## src/hw/axi_sram_pkg.sv

```systemverilog
// AXI SRAM shared widths, response and burst codes, burst address helpers
`default_nettype none

package axi_sram_pkg;

  localparam int ID_WIDTH   = 4;
  localparam int LEN_WIDTH  = 8;
  // Wide enough for any address plus a full burst span
  localparam int CALC_WIDTH = 64;

  typedef enum logic [1:0] {
    RESP_OKAY   = 2'b00,
    RESP_SLVERR = 2'b10
  } resp_t;

  typedef enum logic [1:0] {
    BURST_FIXED = 2'b00,
    BURST_INCR  = 2'b01,
    BURST_WRAP  = 2'b10
  } burst_t;

  // Address of the following beat; WRAP steps like INCR, it is rejected elsewhere
  function automatic logic [CALC_WIDTH-1:0] next_beat_addr(
    input logic [CALC_WIDTH-1:0] addr,
    input logic [2:0]            size,
    input burst_t                burst
  );
    logic [CALC_WIDTH-1:0] step;
    step = CALC_WIDTH'(1) << size;
    if (burst == BURST_FIXED) begin
      return addr;
    end
    return addr + step;
  endfunction

  // True when every byte the burst touches lies below mem_bytes
  function automatic logic burst_in_range(
    input logic [CALC_WIDTH-1:0] start_addr,
    input logic [LEN_WIDTH-1:0]  len,
    input logic [2:0]            size,
    input burst_t                burst,
    input logic [CALC_WIDTH-1:0] mem_bytes
  );
    logic [CALC_WIDTH-1:0] span;
    if (burst == BURST_FIXED) begin
      span = CALC_WIDTH'(1) << size;
    end else begin
      span = (CALC_WIDTH'(len) + 1) << size;
    end
    return (start_addr < mem_bytes) && (span <= mem_bytes - start_addr);
  endfunction

endpackage

`default_nettype wire

```

## src/hw/axi_sram_read_ctrl.sv

```systemverilog
// AXI4 read engine: AR/R state machine, burst stepping, range check, beat output register
`timescale 1ns/1ps
`default_nettype none

module axi_sram_read_ctrl #(
  parameter int DATA_WIDTH     = 64,
  parameter int ADDR_WIDTH     = 32,
  parameter int MEM_WORDS_LOG2 = 10
) (
  input  logic                               i_aclk,
  input  logic                               i_reset,

  // Read address channel
  input  logic [axi_sram_pkg::ID_WIDTH-1:0]  i_arid,
  input  logic [ADDR_WIDTH-1:0]              i_araddr,
  input  logic [axi_sram_pkg::LEN_WIDTH-1:0] i_arlen,
  input  logic [2:0]                         i_arsize,
  input  logic [1:0]                         i_arburst,
  input  logic                               i_arvalid,
  output logic                               o_arready,

  // Read data channel
  output logic [axi_sram_pkg::ID_WIDTH-1:0]  o_rid,
  output logic [DATA_WIDTH-1:0]              o_rdata,
  output logic [1:0]                         o_rresp,
  output logic                               o_rlast,
  output logic                               o_rvalid,
  input  logic                               i_rready,

  // Bank read port
  output logic                               o_mem_ren,
  output logic [MEM_WORDS_LOG2-1:0]          o_mem_raddr,
  input  logic [DATA_WIDTH-1:0]              i_mem_rdata
);

  import axi_sram_pkg::*;

  localparam int STRB_WIDTH = DATA_WIDTH / 8;
  localparam int BYTE_OFFS  = $clog2(STRB_WIDTH);
  localparam logic [CALC_WIDTH-1:0] MEM_BYTES = CALC_WIDTH'(STRB_WIDTH) << MEM_WORDS_LOG2;

  typedef enum logic [1:0] {
    ST_IDLE,
    ST_FETCH,
    ST_SEND
  } state_t;

  state_t                 state;
  logic [ID_WIDTH-1:0]    id_q;
  logic [ADDR_WIDTH-1:0]  addr_q;
  logic [LEN_WIDTH-1:0]   len_q;
  logic [2:0]             size_q;
  burst_t                 burst_q;
  logic                   err_q;
  logic [LEN_WIDTH-1:0]   beat_cnt;
  logic [DATA_WIDTH-1:0]  rdata_q;
  logic                   rlast_q;
  logic                   ar_fire;
  logic                   r_fire;
  logic                   ar_err;
  logic [ADDR_WIDTH-1:0]  addr_next;

  assign ar_fire = i_arvalid & o_arready;
  assign r_fire  = o_rvalid & i_rready;

  assign ar_err = (i_arburst == BURST_WRAP) ||
                  !burst_in_range(CALC_WIDTH'(i_araddr), i_arlen, i_arsize,
                                  burst_t'(i_arburst), MEM_BYTES);

  assign addr_next = ADDR_WIDTH'(next_beat_addr(CALC_WIDTH'(addr_q), size_q, burst_q));

  // Bank is read on the handshake edge, data is ready during FETCH
  assign o_mem_ren   = ar_fire | (r_fire & ~rlast_q);
  assign o_mem_raddr = ar_fire ? i_araddr[BYTE_OFFS +: MEM_WORDS_LOG2]
                               : addr_next[BYTE_OFFS +: MEM_WORDS_LOG2];

  // ----------------------------------------------------------------------
  // Control FSM
  // ----------------------------------------------------------------------
  always_ff @(posedge i_aclk) begin
    if (i_reset) begin
      state    <= ST_IDLE;
      err_q    <= 1'b0;
      beat_cnt <= '0;
      rlast_q  <= 1'b0;
    end else begin
      case (state)
        ST_IDLE: begin
          if (ar_fire) begin
            state    <= ST_FETCH;
            err_q    <= ar_err;
            beat_cnt <= '0;
          end
        end
        ST_FETCH: begin
          state   <= ST_SEND;
          rlast_q <= (beat_cnt == len_q);
        end
        ST_SEND: begin
          if (r_fire) begin
            rlast_q  <= 1'b0;
            beat_cnt <= beat_cnt + 1'b1;
            state    <= rlast_q ? ST_IDLE : ST_FETCH;
          end
        end
        default: state <= ST_IDLE;
      endcase
    end
  end

  // Request fields and beat data
  always_ff @(posedge i_aclk) begin
    if (ar_fire) begin
      id_q    <= i_arid;
      addr_q  <= i_araddr;
      len_q   <= i_arlen;
      size_q  <= i_arsize;
      burst_q <= burst_t'(i_arburst);
    end else if (r_fire) begin
      addr_q <= addr_next;
    end
    if (state == ST_FETCH) begin
      // Failed bursts return zero data
      rdata_q <= err_q ? '0 : i_mem_rdata;
    end
  end

  assign o_arready = (state == ST_IDLE);
  assign o_rvalid  = (state == ST_SEND);
  assign o_rid     = id_q;
  assign o_rdata   = rdata_q;
  assign o_rlast   = rlast_q;
  assign o_rresp   = err_q ? RESP_SLVERR : RESP_OKAY;

  // ----------------------------------------------------------------------
  // Protocol checks
  // ----------------------------------------------------------------------
  a_r_stall_stable: assert property (@(posedge i_aclk) disable iff (i_reset)
    o_rvalid && !i_rready |=> o_rvalid && $stable(o_rdata) && $stable(o_rid) &&
                              $stable(o_rlast) && $stable(o_rresp));

  a_rlast_with_rvalid: assert property (@(posedge i_aclk) disable iff (i_reset)
    o_rlast |-> o_rvalid);

endmodule

`default_nettype wire

```

## config.mk

```make
export PLATFORM = sky130hd
export DESIGN_NAME = axi_sram_read_ctrl
export DESIGN_NICKNAME = d
export VERILOG_FILES = /design/src/hw/axi_sram_pkg.sv /design/src/hw/axi_sram_read_ctrl.sv
export SDC_FILE = /design/constraint.sdc
export NUM_CORES = 1
export LEC_CHECK = 0
export BUFFER_PORTS_ARGS = -buffer_cell sky130_fd_sc_hd__buf_4
export CAP_MARGIN = 20
export CORE_MARGIN = 4
export CORE_UTILIZATION = 46
export CTS_BUF_LIST = sky130_fd_sc_hd__clkbuf_8
export DETAILED_ROUTE_END_ITERATION = 16
export MAX_ROUTING_LAYER = met4
export PLACE_DENSITY = 0.74
export SYNTH_ARGS = -nofsm -noshare
export SYNTH_HDL_FRONTEND = slang
export SYNTH_SLANG_ARGS = --single-unit
```

## constraint.sdc

```tcl
create_clock -name i_aclk -period 5.61 [get_ports i_aclk]
set_clock_uncertainty 0.1 [all_clocks]
set_input_delay 0 -clock i_aclk [delete_from_list [all_inputs] [get_ports i_aclk]]
set_output_delay 0 -clock i_aclk [all_outputs]
set_load 0.005 [all_outputs]
```

==> flow_metrics.py, run 1 <==
metrics = {
    "status": {
        "status": "stopped before the end",
        "stop_stage": "detailed routing (5_2_route)",
        "error": "[ERROR DRT-0255] Maze Route cannot find path of net i_aclk in worker of routeBox ( 96600 96600 ) ( 120245 120245 ).",
    },
    "clock_network": {
        "post_cts_resized": 0,
        "root_buffer": "clkbuf_8",
        "clock-sinks": 106,
        "cts_made_buffers": 9,
        "clockBufferDepth": 2,
        "cts_max_level": 3,
        "cts_setup_buffers": 0,
    },
    "global_routing": {
        "grt_overflow": 0,
        "antenna_found_initial": 0,
        "grt_pass1_wl_mm": 28.7,
        "grt_use_total_pct": 25.9,
        "grt_max_degree": 48,
        "grt_pass1_vias": 5295,
    },
    "synthesis": {
        "yosys_warnings": 0,
        "synth_area_um2": 5800,
        "syn_nets": 679,
        "synth_top_area_cell": "edfxtp_1",
        "syn_inst": 534,
        "synth_area_leaders": "edfxtp_1 (49%), nor2b_1 (7.1%), ha_1 (5.8%)",
        "synth_seq_cells": 106,
        "yosysUniqueCellTypes": 57,
        "async_flop_share_pct": 0,
        "synth_edf_count": 94,
        "avgSynthCellArea_um2": 10.9,
        "yosys.area.top_type_share_pct": 48.7,
        "ys_seq_area_share_pct": 52.8,
        "synth-main-ff-cell": "edfxtp_1",
    },
    "die": {
        "fp-row-count": 40,
        "fp.dieH_um": 120,
        "ios": 201,
        "die-width_um": 120,
        "initial_core_util_pct": 47.7,
    },
    "place": {
        "globalplace.congestion": 0.938,
        "portBuffers": 199,
        "hpwl_mm": 13.0,
    },
}
==> per-stage QoR <==
step	hold slack (ps)	instance area [µm²]	setup slack, ps	std cells	utilization (%)
4_1_cts	2.70	8630	1680	994	71.0
3_3_place_gp	78.7	7420	2440	881	61.0
5_1_grt	17.9	8650	1430	995	71.2
2_1_floorplan	-30.9	5800	2740	534	-
3_5_place_dp	80.7	7440	2270	882	61.2
==> timing repair <==
item                                    in CTS  in global routing
endpoints found under the setup margin       0                  0
hold endpoints to repair                   102                  0
hold buffers                                96                  0
==> kinds of logic after synthesis <==
logic type	synth area share, %
buf+inv	2.50
xor+xnor	5.74
other cells	0.0647
mux	1.06
compound gates	10.6
flops	52.8
fa+ha+maj	6.17
simple gates	21.0
==> cell usage after synthesis, types with 10 or more instances <==
master     n
nor2b_1   66
edfxtp_1  94
nand2_1   31
o21ai_0   14
ha_1      27
a21oi_1   33
clkbuf_1  16
xnor2_1   10
nor2_1    36
nand3_1   25
dfxtp_1   12
xor2_1    28
inv_1     13
nor3_1    12
==> metal layers <==
layer / track usage [%]
met3: 5.10
met4: 8.92
met1: 30.3
met5: -
met2: 45.0
==> run 2: changes to the inputs <==
--- a/config.mk
+++ b/config.mk
@@ -8,11 +8,9 @@
 export BUFFER_PORTS_ARGS = -buffer_cell sky130_fd_sc_hd__buf_4
 export CAP_MARGIN = 20
 export CORE_MARGIN = 4
-export CORE_UTILIZATION = 46
-export CTS_BUF_LIST = sky130_fd_sc_hd__clkbuf_8
+export CORE_UTILIZATION = 31
 export DETAILED_ROUTE_END_ITERATION = 16
-export MAX_ROUTING_LAYER = met4
-export PLACE_DENSITY = 0.74
+export PLACE_DENSITY_LB_ADDON = 0.15
 export SYNTH_ARGS = -nofsm -noshare
 export SYNTH_HDL_FRONTEND = slang
 export SYNTH_SLANG_ARGS = --single-unit
==> run 2 against run 1 <==
Compared with the run above:
- the run now ends clean
- global-route usage fell by 9.3 points
- synthesized cell count did not move
- area after synthesis did not move
==> flow_metrics.py, run 2 <==
metrics = {
    "layout": {
        "drive_gt1_share_pct": 27.4,
        "n_antenna_cell": 0,
        "layout_commonest_cell": "buf_4",
        "final_cell_mix": "buf_4 (202), edfxtp_1 (94), dlygate4sd3_1 (93)",
        "fin_nets": 964,
        "largest_reg_flops": 64,
        "fillers": 1676,
        "area_growth_pct": 50.3,
    },
    "drt": {
        "post-route-drc-count": 0,
        "viasPerCell": 4.92,
        "wl_mm": 18.0,
        "drt_first_pass_iters": 5,
        "vias": 5180,
        "wl_per_cell_um": 17.1,
        "antenna_left": 0,
        "dr.first_iter.drc_count": 214,
    },
    "worst_setup_path": {
        "crit_slowest_cell": "or4b_1",
        "startpoint_type": "primary input",
        "critical_path_class": "primary input to flip-flop",
        "cpPeakStageDelay_ps": 630,
        "cp_cell_sequence": "dlygate4sd3_1 -> buf_4 -> or4b_1 -> or4_4 -> o21ai_2 -> xor2_1 -> ha_1 -> a21oi_1 -> nand2_1 -> a21o_1 -> a2111o_1 -> a41o_1 -> dlygate4sd3_1",
        "r2r_cells": 7,
        "path_depth": 13,
        "worst_setup_path_end_kind": "flip-flop",
        "crit_fanout": 7,
        "critPathBufInv": 3,
        "crit_top_cell": "dlygate4sd3_1",
        "critical_path_arrival_ps": 3910,
        "cpLargestDelayFamily": "buffers and inverters",
        "crit_required_ps": 5740,
    },
    "clock_network": {
        "cts_made_buffers": 9,
        "clk_pin_slew_worst_paths_ps": 70,
        "post_cts_resized": 0,
        "cts_max_level": 3,
        "clk_latency_ps": 340,
        "clock-sinks": 106,
        "root_buffer": "clkbuf_16",
        "clockBufferDepth": 2,
        "cts_tree": "yes",
    },
    "global_routing": {
        "grt_pass1_wl_mm": 27.0,
        "antenna_found_initial": 0,
        "grt_use_total_pct": 16.6,
        "grt_max_degree": 67,
        "grt_overflow": 0,
        "grt_pass1_vias": 5325,
    },
    "die": {
        "fp-row-count": 49,
        "core_um2": 18100,
        "fp.dieH_um": 145,
        "initial_core_util_pct": 31.9,
        "ios": 201,
        "die-width_um": 145,
        "die_area_um2": 20900,
    },
    "synthesis": {
        "yosys_warnings": 0,
        "synth_top_area_cell": "edfxtp_1",
        "synth_area_um2": 5800,
        "yosysMostFrequentCell": "edfxtp_1",
        "synth_area_leaders": "edfxtp_1 (49%), nor2b_1 (7.1%), ha_1 (5.8%)",
        "async_flop_share_pct": 0,
        "syn_inst": 534,
        "syn_nets": 679,
        "yosys.area.top_type_share_pct": 48.7,
        "yosysUniqueCellTypes": 57,
        "synth-main-ff-cell": "edfxtp_1",
        "ys_top_cells_by_count": "edfxtp_1 (94), nor2b_1 (66), nor2_1 (36)",
        "ys_seq_area_share_pct": 52.8,
        "synth_seq_cells": 106,
        "avgSynthCellArea_um2": 10.9,
        "synth_edf_count": 94,
    },
    "place": {
        "place_ws_ps": 2350,
        "portBuffers": 199,
        "hpwl_mm": 13.4,
        "globalplace.congestion": 0.899,
    },
    "power_and_ir_drop": {
        "peakVddDrop_v": 0.000126,
        "p_per_area_nw_per_um2": 230,
        "p_leak_nw": 3.62,
        "total_power_mw": 2.00,
    },
    "sta": {
        "tightest_slew_ps": 837,
        "period_minus_slack_ps": 3780,
        "rsz0062_at_grt": "no",
        "holdWs_ps": 35.0,
        "finalSetupTns_ps": 0,
        "fmax_mhz": 264,
        "worst_slack_ps": 1830,
        "fin_crit_sh_pct": 67.4,
        "maxSlewViolCount": 0,
        "relSlewSlack_pct": 44.2,
        "setup_viol": 0,
        "hold_viol": 0,
    },
    "run": {
        "maxCapViolations": 0,
    },
    "min_path": {
        "holdCritPathClass": "primary input to flip-flop",
        "hold_path_depth": 3,
    },
    "status": {
        "status": "finished clean",
    },
}
[run 2: final timing paths]
kind	end	start	slack [ps]
max	err_q	i_araddr[3]	1830
max reg2reg	err_q	state[0]	2680
min	addr_q[9]	i_araddr[9]	40
min reg2reg	state[0]	state[0]	420
[run 2: metrics by stage]
stage / utilization (%) / area, µm² / std cells
after floorplan: - / 5800 / 534
after global placement: 41.4 / 7510 / 944
after detailed placement: 41.4 / 7510 / 944
after CTS: 48.0 / 8710 / 1053
after global routing: 48.0 / 8710 / 1053
final: 48.0 / 8710 / 1053
[run 2: cell families after synthesis]
family / Yosys count / synth area share [%]
and+or+nand+nor: 224 / 21.0
xor gates and xnor gates: 38 / 5.74
AOI/OAI and AO/OA: 95 / 10.6
buffers and inverters: 36 / 2.50
other: 1 / 0.0647
muxes: 6 / 1.06
DFF: 106 / 52.8
adders and majority gates: 28 / 6.17
[run 2: timing repair]
item                                   CTS  global route
setup buffers                            0             0
hold buffers                            93             0
endpoints found under the hold margin   94             0
[run 2: per-layer routing]
layer	vias to the layer above	routed length, µm	track usage, %	part of all wire, %
met4	0	471	7.02	2.6
li1	2533	-	-	-
met5	-	0	0	0
met2	207	8750	29.3	49
met1	2405	7620	20.0	42
met3	35	1180	2.89	6.6
[run 2: cell type report]
type	count	area, µm²	area share (%)
timing repair buffer	295	2450	28.1
tap	229	287	3.29
clock inverter	6	38.8	0.445
clock buffer	10	229	2.63
sequential	106	3060	35.2
inverter	15	56.3	0.646
multi-input combinational	392	2590	29.7
[run 2: report_power, final]
group          total (mW)  leakage [nW]  internal (mW)  switching (mW)
Sequential          0.953         0.986          0.928          0.0244
Combinational       0.464          2.51          0.238           0.227
Clock               0.586         0.132          0.302           0.285
Total                2.00          3.62           1.47           0.536
[run 2: worst reg2reg max path, stage by stage, from the launching register on]
cell and delay, ps:
dfxtp_1 350, or3b_2 690, clkinv_1 120, buf_4 370, o21bai_1 200, nor3_1 300, a41o_1 200, dlygate4sd3_1 540
Power figures use the tool's default switching activity.
