==> src/hw/axi_sram_pkg.sv <==
// AXI SRAM shared widths, response and burst codes, burst address helpers
`default_nettype none

package axi_sram_pkg;

  localparam int ID_WIDTH   = 4;
  localparam int LEN_WIDTH  = 8;
  // Wide enough for any address plus a full burst span
  localparam int CALC_WIDTH = 64;

  typedef enum logic [1:0] {
    RESP_OKAY   = 2'b00,
    RESP_SLVERR = 2'b10
  } resp_t;

  typedef enum logic [1:0] {
    BURST_FIXED = 2'b00,
    BURST_INCR  = 2'b01,
    BURST_WRAP  = 2'b10
  } burst_t;

  // Address of the following beat; WRAP steps like INCR, it is rejected elsewhere
  function automatic logic [CALC_WIDTH-1:0] next_beat_addr(
    input logic [CALC_WIDTH-1:0] addr,
    input logic [2:0]            size,
    input burst_t                burst
  );
    logic [CALC_WIDTH-1:0] step;
    step = CALC_WIDTH'(1) << size;
    if (burst == BURST_FIXED) begin
      return addr;
    end
    return addr + step;
  endfunction

  // True when every byte the burst touches lies below mem_bytes
  function automatic logic burst_in_range(
    input logic [CALC_WIDTH-1:0] start_addr,
    input logic [LEN_WIDTH-1:0]  len,
    input logic [2:0]            size,
    input burst_t                burst,
    input logic [CALC_WIDTH-1:0] mem_bytes
  );
    logic [CALC_WIDTH-1:0] span;
    if (burst == BURST_FIXED) begin
      span = CALC_WIDTH'(1) << size;
    end else begin
      span = (CALC_WIDTH'(len) + 1) << size;
    end
    return (start_addr < mem_bytes) && (span <= mem_bytes - start_addr);
  endfunction

endpackage

`default_nettype wire

==> src/hw/axi_sram_write_ctrl.sv <==
// AXI4 write engine: AW/W/B state machine, burst stepping, range check, B response
`timescale 1ns/1ps
`default_nettype none

module axi_sram_write_ctrl #(
  parameter int  DATA_WIDTH     = 64,
  parameter int  ADDR_WIDTH     = 32,
  parameter int  MEM_WORDS_LOG2 = 10,
  localparam int STRB_WIDTH     = DATA_WIDTH / 8
) (
  input  logic                               i_aclk,
  input  logic                               i_reset,

  // Write address channel
  input  logic [axi_sram_pkg::ID_WIDTH-1:0]  i_awid,
  input  logic [ADDR_WIDTH-1:0]              i_awaddr,
  input  logic [axi_sram_pkg::LEN_WIDTH-1:0] i_awlen,
  input  logic [2:0]                         i_awsize,
  input  logic [1:0]                         i_awburst,
  input  logic                               i_awvalid,
  output logic                               o_awready,

  // Write data channel
  input  logic [DATA_WIDTH-1:0]              i_wdata,
  input  logic [STRB_WIDTH-1:0]              i_wstrb,
  input  logic                               i_wlast,
  input  logic                               i_wvalid,
  output logic                               o_wready,

  // Write response channel
  output logic [axi_sram_pkg::ID_WIDTH-1:0]  o_bid,
  output logic [1:0]                         o_bresp,
  output logic                               o_bvalid,
  input  logic                               i_bready,

  // Bank write port
  output logic                               o_mem_wen,
  output logic [MEM_WORDS_LOG2-1:0]          o_mem_waddr,
  output logic [DATA_WIDTH-1:0]              o_mem_wdata,
  output logic [STRB_WIDTH-1:0]              o_mem_wstrb
);

  import axi_sram_pkg::*;

  localparam int BYTE_OFFS = $clog2(STRB_WIDTH);
  localparam logic [CALC_WIDTH-1:0] MEM_BYTES = CALC_WIDTH'(STRB_WIDTH) << MEM_WORDS_LOG2;

  typedef enum logic [1:0] {
    ST_IDLE,
    ST_DATA,
    ST_RESP
  } state_t;

  state_t                 state;
  logic [ID_WIDTH-1:0]    id_q;
  logic [ADDR_WIDTH-1:0]  addr_q;
  logic [LEN_WIDTH-1:0]   len_q;
  logic [2:0]             size_q;
  burst_t                 burst_q;
  logic                   err_q;
  logic [LEN_WIDTH-1:0]   beat_cnt;
  logic                   aw_fire;
  logic                   w_fire;
  logic                   b_fire;
  logic                   aw_err;
  logic [ADDR_WIDTH-1:0]  addr_next;

  assign aw_fire = i_awvalid & o_awready;
  assign w_fire  = i_wvalid & o_wready;
  assign b_fire  = o_bvalid & i_bready;

  // WRAP is not supported, so it fails the same way as an overrun
  assign aw_err = (i_awburst == BURST_WRAP) ||
                  !burst_in_range(CALC_WIDTH'(i_awaddr), i_awlen, i_awsize,
                                  burst_t'(i_awburst), MEM_BYTES);

  assign addr_next = ADDR_WIDTH'(next_beat_addr(CALC_WIDTH'(addr_q), size_q, burst_q));

  // ----------------------------------------------------------------------
  // Control FSM
  // ----------------------------------------------------------------------
  always_ff @(posedge i_aclk) begin
    if (i_reset) begin
      state    <= ST_IDLE;
      err_q    <= 1'b0;
      beat_cnt <= '0;
    end else begin
      case (state)
        ST_IDLE: begin
          if (aw_fire) begin
            state    <= ST_DATA;
            err_q    <= aw_err;
            beat_cnt <= '0;
          end
        end
        ST_DATA: begin
          if (w_fire) begin
            beat_cnt <= beat_cnt + 1'b1;
            if (i_wlast) begin
              state <= ST_RESP;
            end
          end
        end
        ST_RESP: begin
          if (b_fire) begin
            state <= ST_IDLE;
          end
        end
        default: state <= ST_IDLE;
      endcase
    end
  end

  // Captured request, address advances per beat
  always_ff @(posedge i_aclk) begin
    if (aw_fire) begin
      id_q    <= i_awid;
      addr_q  <= i_awaddr;
      len_q   <= i_awlen;
      size_q  <= i_awsize;
      burst_q <= burst_t'(i_awburst);
    end else if (w_fire) begin
      addr_q <= addr_next;
    end
  end

  assign o_awready = (state == ST_IDLE);
  assign o_wready  = (state == ST_DATA);
  assign o_bvalid  = (state == ST_RESP);
  assign o_bid     = id_q;
  assign o_bresp   = err_q ? RESP_SLVERR : RESP_OKAY;

  // Beat lands in the bank on the handshake edge
  assign o_mem_wen   = w_fire & ~err_q;
  assign o_mem_waddr = addr_q[BYTE_OFFS +: MEM_WORDS_LOG2];
  assign o_mem_wdata = i_wdata;
  assign o_mem_wstrb = i_wstrb;

  // ----------------------------------------------------------------------
  // Protocol checks
  // ----------------------------------------------------------------------
  a_wlast_on_final_beat: assert property (@(posedge i_aclk) disable iff (i_reset)
    w_fire |-> (i_wlast == (beat_cnt == len_q)));

  a_bvalid_held: assert property (@(posedge i_aclk) disable iff (i_reset)
    o_bvalid && !i_bready |=> o_bvalid && $stable(o_bid) && $stable(o_bresp));

endmodule

`default_nettype wire

==> config.mk <==
export PLATFORM = sky130hd
export DESIGN_NAME = axi_sram_write_ctrl
export DESIGN_NICKNAME = d
export VERILOG_FILES = /design/src/hw/axi_sram_pkg.sv /design/src/hw/axi_sram_write_ctrl.sv
export SDC_FILE = /design/constraint.sdc
export NUM_CORES = 1
export LEC_CHECK = 0
export ABC_CLOCK_PERIOD_IN_PS = 4600
export CORE_AREA = 2 2 84 86
export DETAILED_ROUTE_END_ITERATION = 8
export DIE_AREA = 0 0 86 88
export DONT_BUFFER_PORTS = 1
export PLACE_DENSITY = 0.64
export RECOVER_POWER = 50
export SKIP_LAST_GASP = 1
export SLEW_MARGIN = 15
export SYNTH_ARGS = -nofsm -noshare
export SYNTH_HDL_FRONTEND = slang
export SYNTH_SLANG_ARGS = --single-unit
==> constraint.sdc <==
create_clock -name i_aclk -period 4.6 [get_ports i_aclk]
set_input_delay 0.69 -clock i_aclk [delete_from_list [all_inputs] [get_ports i_aclk]]
set_output_delay 0.69 -clock i_aclk [all_outputs]
set_load 0.03 [all_outputs]
# Word level (Yosys, flattened, before mapping)
# Cells that the tools add are included.
[op_classes]
n_addsub = 3
order_cmp = 2
eq_ne = 8
shift = 3
n_mux = 11
bitwise = 5
reduce_logical = 10
[ops]
columns = ["operator", "count"]
rows = [
  ["2-to-1 mux 32 bit", 3],
  ["<= comparator 64 bit", 1],
  ["2-to-1 mux 64 bit", 1],
  ["left shift 1 x 3 -> 64 bit, first input constant", 1],
  ["left shift 9 x 3 -> 64 bit", 1],
  ["subtractor 14 x 32 -> 33 bit, first input constant", 1],
  ["adder 32 bit", 1],
  ["less-than comparator 32 x 14 -> 1 bit, second input constant", 1],
  ["left shift 1 x 3 -> 32 bit, first input constant", 1],
  ["2-to-1 mux 2 bit", 5],
  ["adder 8 x 1 -> 9 bit, second input constant", 1],
  ["zero test 2 bit", 3],
  ["inequality test 2 x 1 -> 1 bit, second input constant", 3],
  ["case mux 2 bit (3 select lines)", 1],
  ["AND 1 bit", 4],
  ["== test 2 bit, second input constant", 2],
  ["AND reduction 2 bit", 2],
  ["AND reduction 4 bit", 1],
  ["inequality test 3 bit, second input constant", 1],
  ["== test 2 x 1 -> 1 bit, second input constant", 1],
  ["inequality test 2 bit, second input constant", 1],
  ["nonzero test 2 bit", 1],
  ["logical AND 1 bit", 1],
  ["zero test 1 bit", 1],
  ["other kinds (3)", 3],
]
[totals]
ff_bits = 44
inputBits = 127
out_inout_bits = 92
word_cells = 48

# Longest topological paths before layout
# Gate-level depths: netlist of run 1.
[logic_depth]
depth_word = 7
mapped_depth = 13
mapped_depth_nobuf = 12

# Worst setup path before layout of run 1
# No wires, ideal clock.
[synth_timing]
path_type = "input to register"
startpoint = "in i_awaddr[1]"
endpoint = "reg err_q"
setup_ps = 86
arrival_ps = 3539
t_required_ps = 4514
slack_ps = 976
cell_stages = 11
n_path_buf = 1
path_cell_list = "or4_4 or4_4 buf_6 or3_4 xnor2_2 ha_1 nand4_1 or4_1 a21oi_1 o31ai_1 a211oi_1"
[synth_via]
elab_chain_cells = 5
elab_cells_between_ends = 6
classes_between = "1 x add/sub; 2 x order compare; 3 x reduce/logical"
[synth_lines]
columns = ["element", "line", "text"]
rows = [
  ["start: declaration", "axi_sram_write_ctrl.sv:16", "input logic [ADDR_WIDTH-1:0] i_awaddr,"],
  ["subtractor 14 x 32 -> 33 bit", "axi_sram_pkg.sv:50", "return (start_addr < mem_bytes) && (span <= mem_bytes - start_addr);"],
  ["<= comparator 64 bit", "axi_sram_pkg.sv:50", ""],
  ["logical AND 1 bit *", "axi_sram_pkg.sv:50", ""],
  ["zero test 1 bit *", "axi_sram_write_ctrl.sv:74", "!burst_in_range(CALC_WIDTH'(i_awaddr), i_awlen, i_awsize,"],
  ["logical OR 1 bit *", "axi_sram_write_ctrl.sv:73", "assign aw_err = (i_awburst == BURST_WRAP) ||"],
  ["end signal: assignment", "axi_sram_write_ctrl.sv:92", "err_q <= aw_err;"],
  ["end: declaration", "axi_sram_write_ctrl.sv:60", "logic err_q;"],
]
# Every way passes the cells marked *; elsewhere a longest branch is shown, timed or not.
# A chain may end at the register's enable or synchronous reset.

# Worst setup path in the final report of run 1
# Same ends and word-level chain as after synthesis.

==> report_table.html, run 1 <==
<table>
<tr><th>Metric</th><th>Value</th></tr>
<tr><th colspan="2">Placed design</th></tr>
<tr><td>DP Wirelength</td><td>5.77 mm</td></tr>
<tr><td>Placer congestion estimate</td><td>0.895</td></tr>
<tr><td>I/O Buffers</td><td>0</td></tr>
<tr><td>Placed instance area</td><td>2720 sq um</td></tr>
<tr><th colspan="2">Yosys</th></tr>
<tr><td>Top_reg_cell synth</td><td>sky130_fd_sc_hd__edfxtp_1</td></tr>
<tr><td>FF+latch count, synth</td><td>25</td></tr>
<tr><td>Sequential fraction of the synthesis area</td><td>0.219</td></tr>
<tr><td>Area of the mapped netlist</td><td>3290 sq um</td></tr>
<tr><td>Synth Instances</td><td>410</td></tr>
<tr><td>Yosys synthesis warning count</td><td>0</td></tr>
<tr><td>Distinct cells, synth</td><td>59</td></tr>
<tr><td>Average footprint of a synthesized cell</td><td>8.03 sq um</td></tr>
<tr><td>Number of flops mapped to enable cells by yosys</td><td>22</td></tr>
<tr><td>Syn Nets</td><td>between 500 and 600</td></tr>
<tr><td>Async SR Flop Fraction</td><td>0</td></tr>
<tr><th colspan="2">Clock network</th></tr>
<tr><td>Post-cts gate resize count</td><td>0</td></tr>
<tr><td>Clock sink total</td><td>25</td></tr>
<tr><td>Clock transition at the register clock pins on the worst setup and hold paths after CTS</td><td>0.09 ns</td></tr>
<tr><td>Cell at the root of the clock tree</td><td>sky130_fd_sc_hd__clkbuf_8</td></tr>
<tr><td>CTS Buffer Depth</td><td>2</td></tr>
<tr><td>H-tree Lvls</td><td>1</td></tr>
<tr><td>Number of clock buffers inserted by TritonCTS</td><td>3</td></tr>
<tr><td>Setup repair bufs after CTS</td><td>0</td></tr>
<tr><td>Cts hold-fix bufs</td><td>0</td></tr>
<tr><td>Later-pin clock latency in the skew report</td><td>0.28 ns</td></tr>
<tr><td>TritonCTS clock tree</td><td>built</td></tr>
<tr><th colspan="2">Worst setup path</th></tr>
<tr><td>Worst EP required</td><td>about 4.8 ns</td></tr>
<tr><td>Critical path class</td><td>primary input to register</td></tr>
<tr><td>Kind of end point of the critical path</td><td>register</td></tr>
<tr><td>Worst reg2reg setup slack</td><td>around 1.9 ns</td></tr>
<tr><td>Max FO, Critical Path</td><td>6</td></tr>
<tr><td>Category of the worst setup path launch point</td><td>primary input</td></tr>
<tr><td>Critical path data arrival time</td><td>roughly 3.6 ns</td></tr>
<tr><th colspan="2">STA</th></tr>
<tr><td>Total negative setup slack</td><td>0 ns</td></tr>
<tr><td>Max-slew violation count</td><td>0</td></tr>
<tr><td>Tcrit/Tclk final</td><td>0.746</td></tr>
<tr><td>Worst hold-check slack</td><td>~0.47 ns</td></tr>
<tr><td>F_max</td><td>291 MHz</td></tr>
<tr><td>Worst slew margin relative to its limit</td><td>0.454</td></tr>
<tr><td>Hold Fails Final Rpt</td><td>0</td></tr>
<tr><td>Final number of setup-violating endpoints</td><td>0</td></tr>
<tr><td>Min Clock Period, post-route</td><td>3.43 ns</td></tr>
<tr><td>Slew @ Worst Pin</td><td>0.817 ns</td></tr>
<tr><td>Worst clock skew</td><td>0.00518 ns</td></tr>
<tr><td>Unrepaired setup endpoints after global routing</td><td>false</td></tr>
<tr><th colspan="2">Floorplan</th></tr>
<tr><td>Placeable core region</td><td>6640 sq um</td></tr>
<tr><td>Row count</td><td>30</td></tr>
<tr><td>Top-Level Pins</td><td>between 200 and 250</td></tr>
<tr><td>X dimension of the die</td><td>about 86 um</td></tr>
<tr><td>Starting density of the core</td><td>0.496</td></tr>
<tr><td>Die ar.</td><td>around 7600 sq um</td></tr>
<tr><td>Y dimension of the die</td><td>88 um</td></tr>
<tr><th colspan="2">Run</th></tr>
<tr><td>Max-cap violation count</td><td>0</td></tr>
<tr><th colspan="2">GRT</th></tr>
<tr><td>Antenna violations before repair</td><td>0</td></tr>
<tr><td>Met1 usage</td><td>0.223</td></tr>
<tr><td>M3 GR Usage</td><td>0.0349</td></tr>
<tr><td>Number of global-route vias before repair</td><td>around 2400</td></tr>
<tr><td>Global-route wire length before repair</td><td>around 11 mm</td></tr>
<tr><td>Met2 Track Usage GR</td><td>0.315</td></tr>
<tr><td>Total Routing Usage GR</td><td>0.185</td></tr>
<tr><td>Global route overflow</td><td>0</td></tr>
<tr><td>Pin count of the biggest net entering global routing</td><td>26</td></tr>
<tr><td>Layer with the highest usage</td><td>met2</td></tr>
<tr><th colspan="2">Hold path</th></tr>
<tr><td>Class of the worst hold path</td><td>primary input to register</td></tr>
<tr><th colspan="2">Cells and area</th></tr>
<tr><td>Count of filler cells inserted in the layout</td><td>between 600 and 700</td></tr>
<tr><td>Antenna diode count</td><td>0</td></tr>
<tr><td>Multi-input logic area</td><td>1840 sq um</td></tr>
<tr><td>Layout cells sized above 1</td><td>0.0439</td></tr>
<tr><td>Count of nets after finishing</td><td>474</td></tr>
<tr><td>Commonest cells after routing, fill and taps aside</td><td>sky130_fd_sc_hd__nor2_1, sky130_fd_sc_hd__nand2_1, sky130_fd_sc_hd__a21oi_1</td></tr>
<tr><td>Final design utilization</td><td>0.416</td></tr>
<tr><td>Sequential cell area</td><td>721 sq um</td></tr>
<tr><td>Area growth, synth to finish</td><td>-16.0%</td></tr>
<tr><td>Area of all placed cells without fillers</td><td>around 2800 sq um</td></tr>
<tr><th colspan="2">Power</th></tr>
<tr><td>Leakage power of the design</td><td>between 0.001 and 0.0015 uW</td></tr>
<tr><td>Areal power density over the cells</td><td>approximately 250 nW/um^2</td></tr>
<tr><td>Maximum vdd ir drop</td><td>around 0.067 mV</td></tr>
<tr><th colspan="2">Routing</th></tr>
<tr><td>Number of nets with antenna violations after detailed routing</td><td>0</td></tr>
<tr><td>Average detailed-routed wire length per instance</td><td>17.9 um</td></tr>
<tr><td>Mean number of vias per cell</td><td>6.30</td></tr>
<tr><td>Remaining DRCs</td><td>0</td></tr>
<tr><td>Number of iterations in the first detailed-routing pass</td><td>4</td></tr>
<tr><td>Total Wirelength</td><td>7.14 mm</td></tr>
<tr><td>Total vias in the final route</td><td>2514</td></tr>
<tr><td>Iteration-0 DRC Markers</td><td>121</td></tr>
<tr><th colspan="2">Run status</th></tr>
<tr><td>Result of the run</td><td>finished clean</td></tr>
</table>
==> where the power goes <==
group          internal (uW)  switching [uW]
clock network           61.5            76.9
registers                281            50.3
logic                   90.0             127
total                    433             254
==> synthesized netlist by cell type, types with 3 or more instances <==
cell type,instances,area share
sky130_fd_sc_hd__nor2b_1,4,0.0076
sky130_fd_sc_hd__nor3_1,7,0.011
sky130_fd_sc_hd__o211ai_1,6,0.014
sky130_fd_sc_hd__a31oi_1,8,0.015
sky130_fd_sc_hd__clkbuf_1,10,0.011
sky130_fd_sc_hd__xor2_1,11,0.029
sky130_fd_sc_hd__nor4_1,6,0.011
sky130_fd_sc_hd__o31ai_1,4,0.0091
sky130_fd_sc_hd__nor2_1,30,0.034
sky130_fd_sc_hd__nand3_1,12,0.018
sky130_fd_sc_hd__inv_1,12,0.014
sky130_fd_sc_hd__a22oi_1,3,0.0068
sky130_fd_sc_hd__o21ai_0,4,0.0061
sky130_fd_sc_hd__o21ai_1,16,0.024
sky130_fd_sc_hd__nand2_1,30,0.034
sky130_fd_sc_hd__or4_1,4,0.0091
sky130_fd_sc_hd__or3_1,5,0.0095
sky130_fd_sc_hd__and3_1,4,0.0076
sky130_fd_sc_hd__xnor2_1,9,0.024
sky130_fd_sc_hd__buf_4,84,0.19
sky130_fd_sc_hd__edfxtp_1,22,0.20
sky130_fd_sc_hd__o2111ai_1,3,0.0080
sky130_fd_sc_hd__a21o_1,3,0.0068
sky130_fd_sc_hd__a211oi_1,4,0.0091
sky130_fd_sc_hd__ha_1,26,0.099
sky130_fd_sc_hd__a21oi_1,30,0.046
sky130_fd_sc_hd__dfxtp_1,3,0.018
sky130_fd_sc_hd__nand4_1,8,0.015
==> state kept, by name, indices dropped and copies added (netlist names) <==
signal   flops
state        2
err_q        1
burst_q      2
size_q       3
addr_q      13
o_bid        4
==> logic make-up after synthesis <==
| family | after synthesis | share of synthesized area |
|---|---|---|
| flip-flops | 25 | 0.219 |
| AND/OR/NAND/NOR | 128 | 0.202 |
| multiplexers | 3 | 0.00950 |
| XOR/XNOR | 21 | 0.0581 |
| other | 1 | 0.00114 |
| adder cells (fa/ha/maj) | 27 | 0.105 |
| buffers and inverters | 109 | 0.222 |
| AO/OA/AOI/OAI | 96 | 0.183 |
==> cell type report <==
type                    instances  share of cell area
clock inverters                 1             0.00271
multi-input cells             276               0.665
well taps                      80              0.0362
flip-flops and latches         25               0.261
clock buffers                   3              0.0149
repair buffers                  1             0.00271
inverters                      13              0.0176
==> final timing paths <==
| path | start | to | depth (start not counted) |
|---|---|---|---|
| worst min-delay path | i_reset | state[1] | 1 |
| worst max-delay path | i_awaddr[1] | err_q | 10 |
| worst min register to register | addr_q[0] | addr_q[0] | 3 |
| worst max register to register | size_q[1] | addr_q[9] | 8 |
==> worst max-delay path, stage by stage <==
cell	delay [ns]
sky130_fd_sc_hd__or4_4	0.54
sky130_fd_sc_hd__or4_4	0.48
sky130_fd_sc_hd__or3_4	0.36
sky130_fd_sc_hd__xnor2_2	0.14
sky130_fd_sc_hd__ha_1	0.29
sky130_fd_sc_hd__nand4_1	0.13
sky130_fd_sc_hd__or4_1	0.54
sky130_fd_sc_hd__a21oi_1	0.14
sky130_fd_sc_hd__o31ai_1	0.09
sky130_fd_sc_hd__a211oi_1	0.22
==> metrics by stage <==
stage,setup WS [ns],power (uW),instances
2_1_floorplan,0.976,647,410
3_3_place_gp,0.946,547,395
3_5_place_dp,0.872,552,395
4_1_cts,1.16,689,399
5_1_grt,0.911,729,399
6_report,1.17,687,399
==> routing by layer <==
layer,vias up,wire length (um)
met1,1153,2960
met4,0,277
met5,-,0
met3,36,447
li1,1218,-
met2,107,3460
No activity file was read; power rests on OpenSTA's default activity.
==> inputs of run 2 (changes only) <==
- ABC_CLOCK_PERIOD_IN_PS: 4600 -> 3400
- clock period: 4.6 -> 3.4 ns (I/O delays scaled with it)
==> report_table.html, run 2 (synthesis results as in run 1) <==
<table>
<tr><th>Metric</th><th>Value</th></tr>
<tr><th colspan="2">Floorplan</th></tr>
<tr><td>Row count</td><td>30 (unchanged)</td></tr>
<tr><td>Starting density of the core</td><td>0.496 (unchanged)</td></tr>
<tr><td>Placeable core region</td><td>6640 sq um (unchanged)</td></tr>
<tr><td>Die ar.</td><td>7570 sq um (unchanged)</td></tr>
<tr><td>Y dimension of the die</td><td>88 um (unchanged)</td></tr>
<tr><td>Top-Level Pins</td><td>219 (unchanged)</td></tr>
<tr><td>X dimension of the die</td><td>86 um (unchanged)</td></tr>
<tr><th colspan="2">Hold path</th></tr>
<tr><td>Launch point of the worst hold path</td><td>i_reset</td></tr>
<tr><td>Hold EP</td><td>state[0]</td></tr>
<tr><td>Class of the worst hold path</td><td>primary input to register</td></tr>
<tr><td>Number of cells traversed by the worst hold path</td><td>1 (unchanged)</td></tr>
<tr><th colspan="2">Cells and area</th></tr>
<tr><td>Non-filler instance count after layout</td><td>407 (+2.0%)</td></tr>
<tr><td>Count of filler cells inserted in the layout</td><td>642 (-2.6%)</td></tr>
<tr><td>Multi-input logic area</td><td>1840 sq um (unchanged)</td></tr>
<tr><td>Register with the highest flop count</td><td>addr_q</td></tr>
<tr><td>Sequential cell area</td><td>721 sq um (unchanged)</td></tr>
<tr><td>Count of nets after finishing</td><td>482 (+1.7%)</td></tr>
<tr><td>Flip-flop count of the largest register after layout</td><td>13 (unchanged)</td></tr>
<tr><td>Layout cells sized above 1</td><td>0.0673 (+0.0234)</td></tr>
<tr><td>Antenna diode count</td><td>0 (unchanged)</td></tr>
<tr><td>Area growth, synth to finish</td><td>-14.2%</td></tr>
<tr><td>Commonest cells after routing, fill and taps aside</td><td>sky130_fd_sc_hd__nor2_1, sky130_fd_sc_hd__nand2_1, sky130_fd_sc_hd__a21oi_1</td></tr>
<tr><th colspan="2">Routing</th></tr>
<tr><td>Remaining DRCs</td><td>0 (unchanged)</td></tr>
<tr><td>Total Wirelength</td><td>7.32 mm (+2.5%)</td></tr>
<tr><td>Iteration-0 DRC Markers</td><td>135 (+12%)</td></tr>
<tr><td>Total vias in the final route</td><td>2554 (+1.6%)</td></tr>
<tr><td>Average detailed-routed wire length per instance</td><td>18.0 um (+0.49%)</td></tr>
<tr><td>Mean number of vias per cell</td><td>6.28 (-0.41%)</td></tr>
<tr><td>Number of nets with antenna violations after detailed routing</td><td>0 (unchanged)</td></tr>
<tr><td>Number of iterations in the first detailed-routing pass</td><td>4 (unchanged)</td></tr>
<tr><th colspan="2">Power</th></tr>
<tr><td>Proportion of power drawn by flip-flops and latches</td><td>0.482 (about the same)</td></tr>
<tr><td>Internal power consumption</td><td>589 uW (+36%)</td></tr>
<tr><td>P_sw</td><td>341 uW (+34%)</td></tr>
<tr><td>Leakage power of the design</td><td>0.00107 uW (+3.5%)</td></tr>
<tr><td>Areal power density over the cells</td><td>329 nW/um^2 (+32%)</td></tr>
<tr><td>Portion of total power attributed to the clock network</td><td>0.197 (-0.004)</td></tr>
<tr><td>Switching portion of total power</td><td>0.367 (-0.00353)</td></tr>
<tr><td>Share of total power in combinational logic</td><td>0.321 (+0.005)</td></tr>
<tr><td>Maximum vdd ir drop</td><td>0.126 mV (+89%)</td></tr>
<tr><th colspan="2">STA</th></tr>
<tr><td>Final number of setup-violating endpoints</td><td>0 (unchanged)</td></tr>
<tr><td>Hold Fails Final Rpt</td><td>0 (unchanged)</td></tr>
<tr><td>Min Clock Period, post-route</td><td>3.16 ns</td></tr>
<tr><td>Max-slew violation count</td><td>0 (unchanged)</td></tr>
<tr><td>Final critical-path setup slack</td><td>0.245 ns (-0.922 ns)</td></tr>
<tr><td>F_max</td><td>317 MHz</td></tr>
<tr><td>Worst clock skew</td><td>0.00261 ns (-0.00257 ns)</td></tr>
<tr><td>Total negative setup slack</td><td>0 ns (unchanged)</td></tr>
<tr><td>Slew @ Worst Pin</td><td>0.730 ns (-0.0867 ns)</td></tr>
<tr><td>Worst slew margin relative to its limit</td><td>0.512 (+0.0581)</td></tr>
<tr><td>Unrepaired setup endpoints after global routing</td><td>false</td></tr>
<tr><td>Tcrit/Tclk final</td><td>0.928</td></tr>
<tr><th colspan="2">Clock network</th></tr>
<tr><td>Cell at the root of the clock tree</td><td>sky130_fd_sc_hd__clkbuf_8</td></tr>
<tr><td>H-tree Lvls</td><td>1 (unchanged)</td></tr>
<tr><td>Number of clock buffers inserted by TritonCTS</td><td>3 (unchanged)</td></tr>
<tr><td>Later-pin clock latency in the skew report</td><td>0.27 ns (about the same)</td></tr>
<tr><td>TritonCTS clock tree</td><td>built</td></tr>
<tr><td>CTS Buffer Depth</td><td>2 (unchanged)</td></tr>
<tr><td>Clock sink total</td><td>25 (unchanged)</td></tr>
<tr><td>Clock transition at the register clock pins on the worst setup and hold paths after CTS</td><td>0.09 ns (about the same)</td></tr>
<tr><td>Setup repair bufs after CTS</td><td>0 (unchanged)</td></tr>
<tr><td>Post-cts gate resize count</td><td>0 (unchanged)</td></tr>
<tr><td>Cts hold-fix bufs</td><td>0 (unchanged)</td></tr>
<tr><th colspan="2">Worst setup path</th></tr>
<tr><td>Critical Path Most Common Cell</td><td>sky130_fd_sc_hd__or4_4</td></tr>
<tr><td>Category of the worst setup path launch point</td><td>primary input</td></tr>
<tr><td>Critical path class</td><td>primary input to register</td></tr>
<tr><td>Peak per-stage delay on the critical path</td><td>0.56 ns (+0.02 ns)</td></tr>
<tr><td>Worst EP required</td><td>3.59 ns (-1.20 ns)</td></tr>
<tr><td>Worst path cell trace</td><td>or4_4 &gt; or4_4 &gt; o21a_1 &gt; nor2_1 &gt; xor2_1 &gt; ha_1 &gt; nand4_1 &gt; or4_1 &gt; a21oi_1 &gt; o31ai_1 &gt; a211oi_1</td></tr>
<tr><td>Critical path data arrival time</td><td>3.35 ns (-0.28 ns)</td></tr>
<tr><td>End of the worst register-to-register path</td><td>addr_q[11]</td></tr>
<tr><td>Logic depth of the worst register-to-register path</td><td>8 (unchanged)</td></tr>
<tr><td>Kind of end point of the critical path</td><td>register</td></tr>
<tr><td>Worst reg2reg setup slack</td><td>0.72 ns (-1.16 ns)</td></tr>
<tr><td>Critical R2R Launch</td><td>size_q[1]</td></tr>
<tr><td>Cell with the largest stage delay on the worst path</td><td>sky130_fd_sc_hd__or4_1</td></tr>
<tr><td>Max FO, Critical Path</td><td>4 (-2)</td></tr>
<tr><th colspan="2">Placed design</th></tr>
<tr><td>Worst Setup Slack post-DPL</td><td>-0.0308 ns (-0.902 ns)</td></tr>
<tr><td>Placer congestion estimate</td><td>0.909 (+1.6%)</td></tr>
<tr><td>I/O Buffers</td><td>0 (unchanged)</td></tr>
<tr><td>DP Wirelength</td><td>6.02 mm (+4.3%)</td></tr>
<tr><td>Instance count after placement with tap cells included</td><td>403 (+2.0%)</td></tr>
<tr><th colspan="2">GRT</th></tr>
<tr><td>Antenna violations before repair</td><td>0 (unchanged)</td></tr>
<tr><td>Total Routing Usage GR</td><td>0.192 (+0.00645)</td></tr>
<tr><td>Global route overflow</td><td>0 (unchanged)</td></tr>
<tr><td>Pin count of the biggest net entering global routing</td><td>26 (unchanged)</td></tr>
<tr><td>Number of global-route vias before repair</td><td>2484 (+3.7%)</td></tr>
<tr><td>Global-route wire length before repair</td><td>11.8 mm (+3.8%)</td></tr>
<tr><th colspan="2">Run status</th></tr>
<tr><td>Result of the run</td><td>finished clean</td></tr>
<tr><th colspan="2">Run</th></tr>
<tr><td>Max-cap violation count</td><td>0 (unchanged)</td></tr>
</table>
[run 2: cell type report]
cell class / count / area share
tap: 80 / 0.0354
clock buffer: 3 / 0.0146
multi-input combinational: 276 / 0.651
sequential: 25 / 0.255
clock inverter: 1 / 0.00266
timing repair buffer: 9 / 0.0239
inverter: 13 / 0.0173
[run 2: worst max-delay path by stage]
stage | end | from | cells past startpoint
CTS | err_q | i_awaddr[1] | 11
floorplan | err_q | i_awaddr[1] | 12
finish | err_q | i_awaddr[1] | 11
global placement | err_q | i_awaddr[1] | 11
global route | err_q | i_awaddr[1] | 11
detailed placement | err_q | i_awaddr[1] | 11
[run 2: critical path, delay by kind of cell]
kind | cells | cell delay (ns)
XOR/XNOR | 1 | 0.09
AO/OA/AOI/OAI | 4 | 0.66
AND/OR/NAND/NOR | 5 | 1.78
adder cells (fa/ha/maj) | 1 | 0.30
[run 2: layer usage]
layer | up-vias | GRT usage | wire [um]
met5 | - | 0 | 0
met4 | 0 | 0.0837 | 212
met3 | 30 | 0.0443 | 536
met2 | 108 | 0.354 | 3770
met1 | 1174 | 0.210 | 2800
li1 | 1242 | - | -
[run 2: stage by stage]
step | utilization | hold slack, ns | power, uW | cell area (sq um)
floorplan | - | 0.483 | 876 | 3290
global placement | 0.418 | 0.580 | 746 | 2780
detailed placement | 0.418 | 0.582 | 752 | 2780
CTS | 0.425 | 0.290 | 932 | 2830
global route | 0.425 | 0.283 | 991 | 2830
finish | 0.425 | 0.295 | 930 | 2830
[run 2: power by group through the flow]
| stage | clock [uW] | sequential, uW | combinational, uW |
|---|---|---|---|
| global placement | 0 | 454 | 291 |
| CTS | 184 | 449 | 299 |
| finish | 183 | 448 | 299 |
| global route | 193 | 454 | 343 |
| floorplan | 0 | 410 | 466 |
| detailed placement | 0 | 456 | 297 |
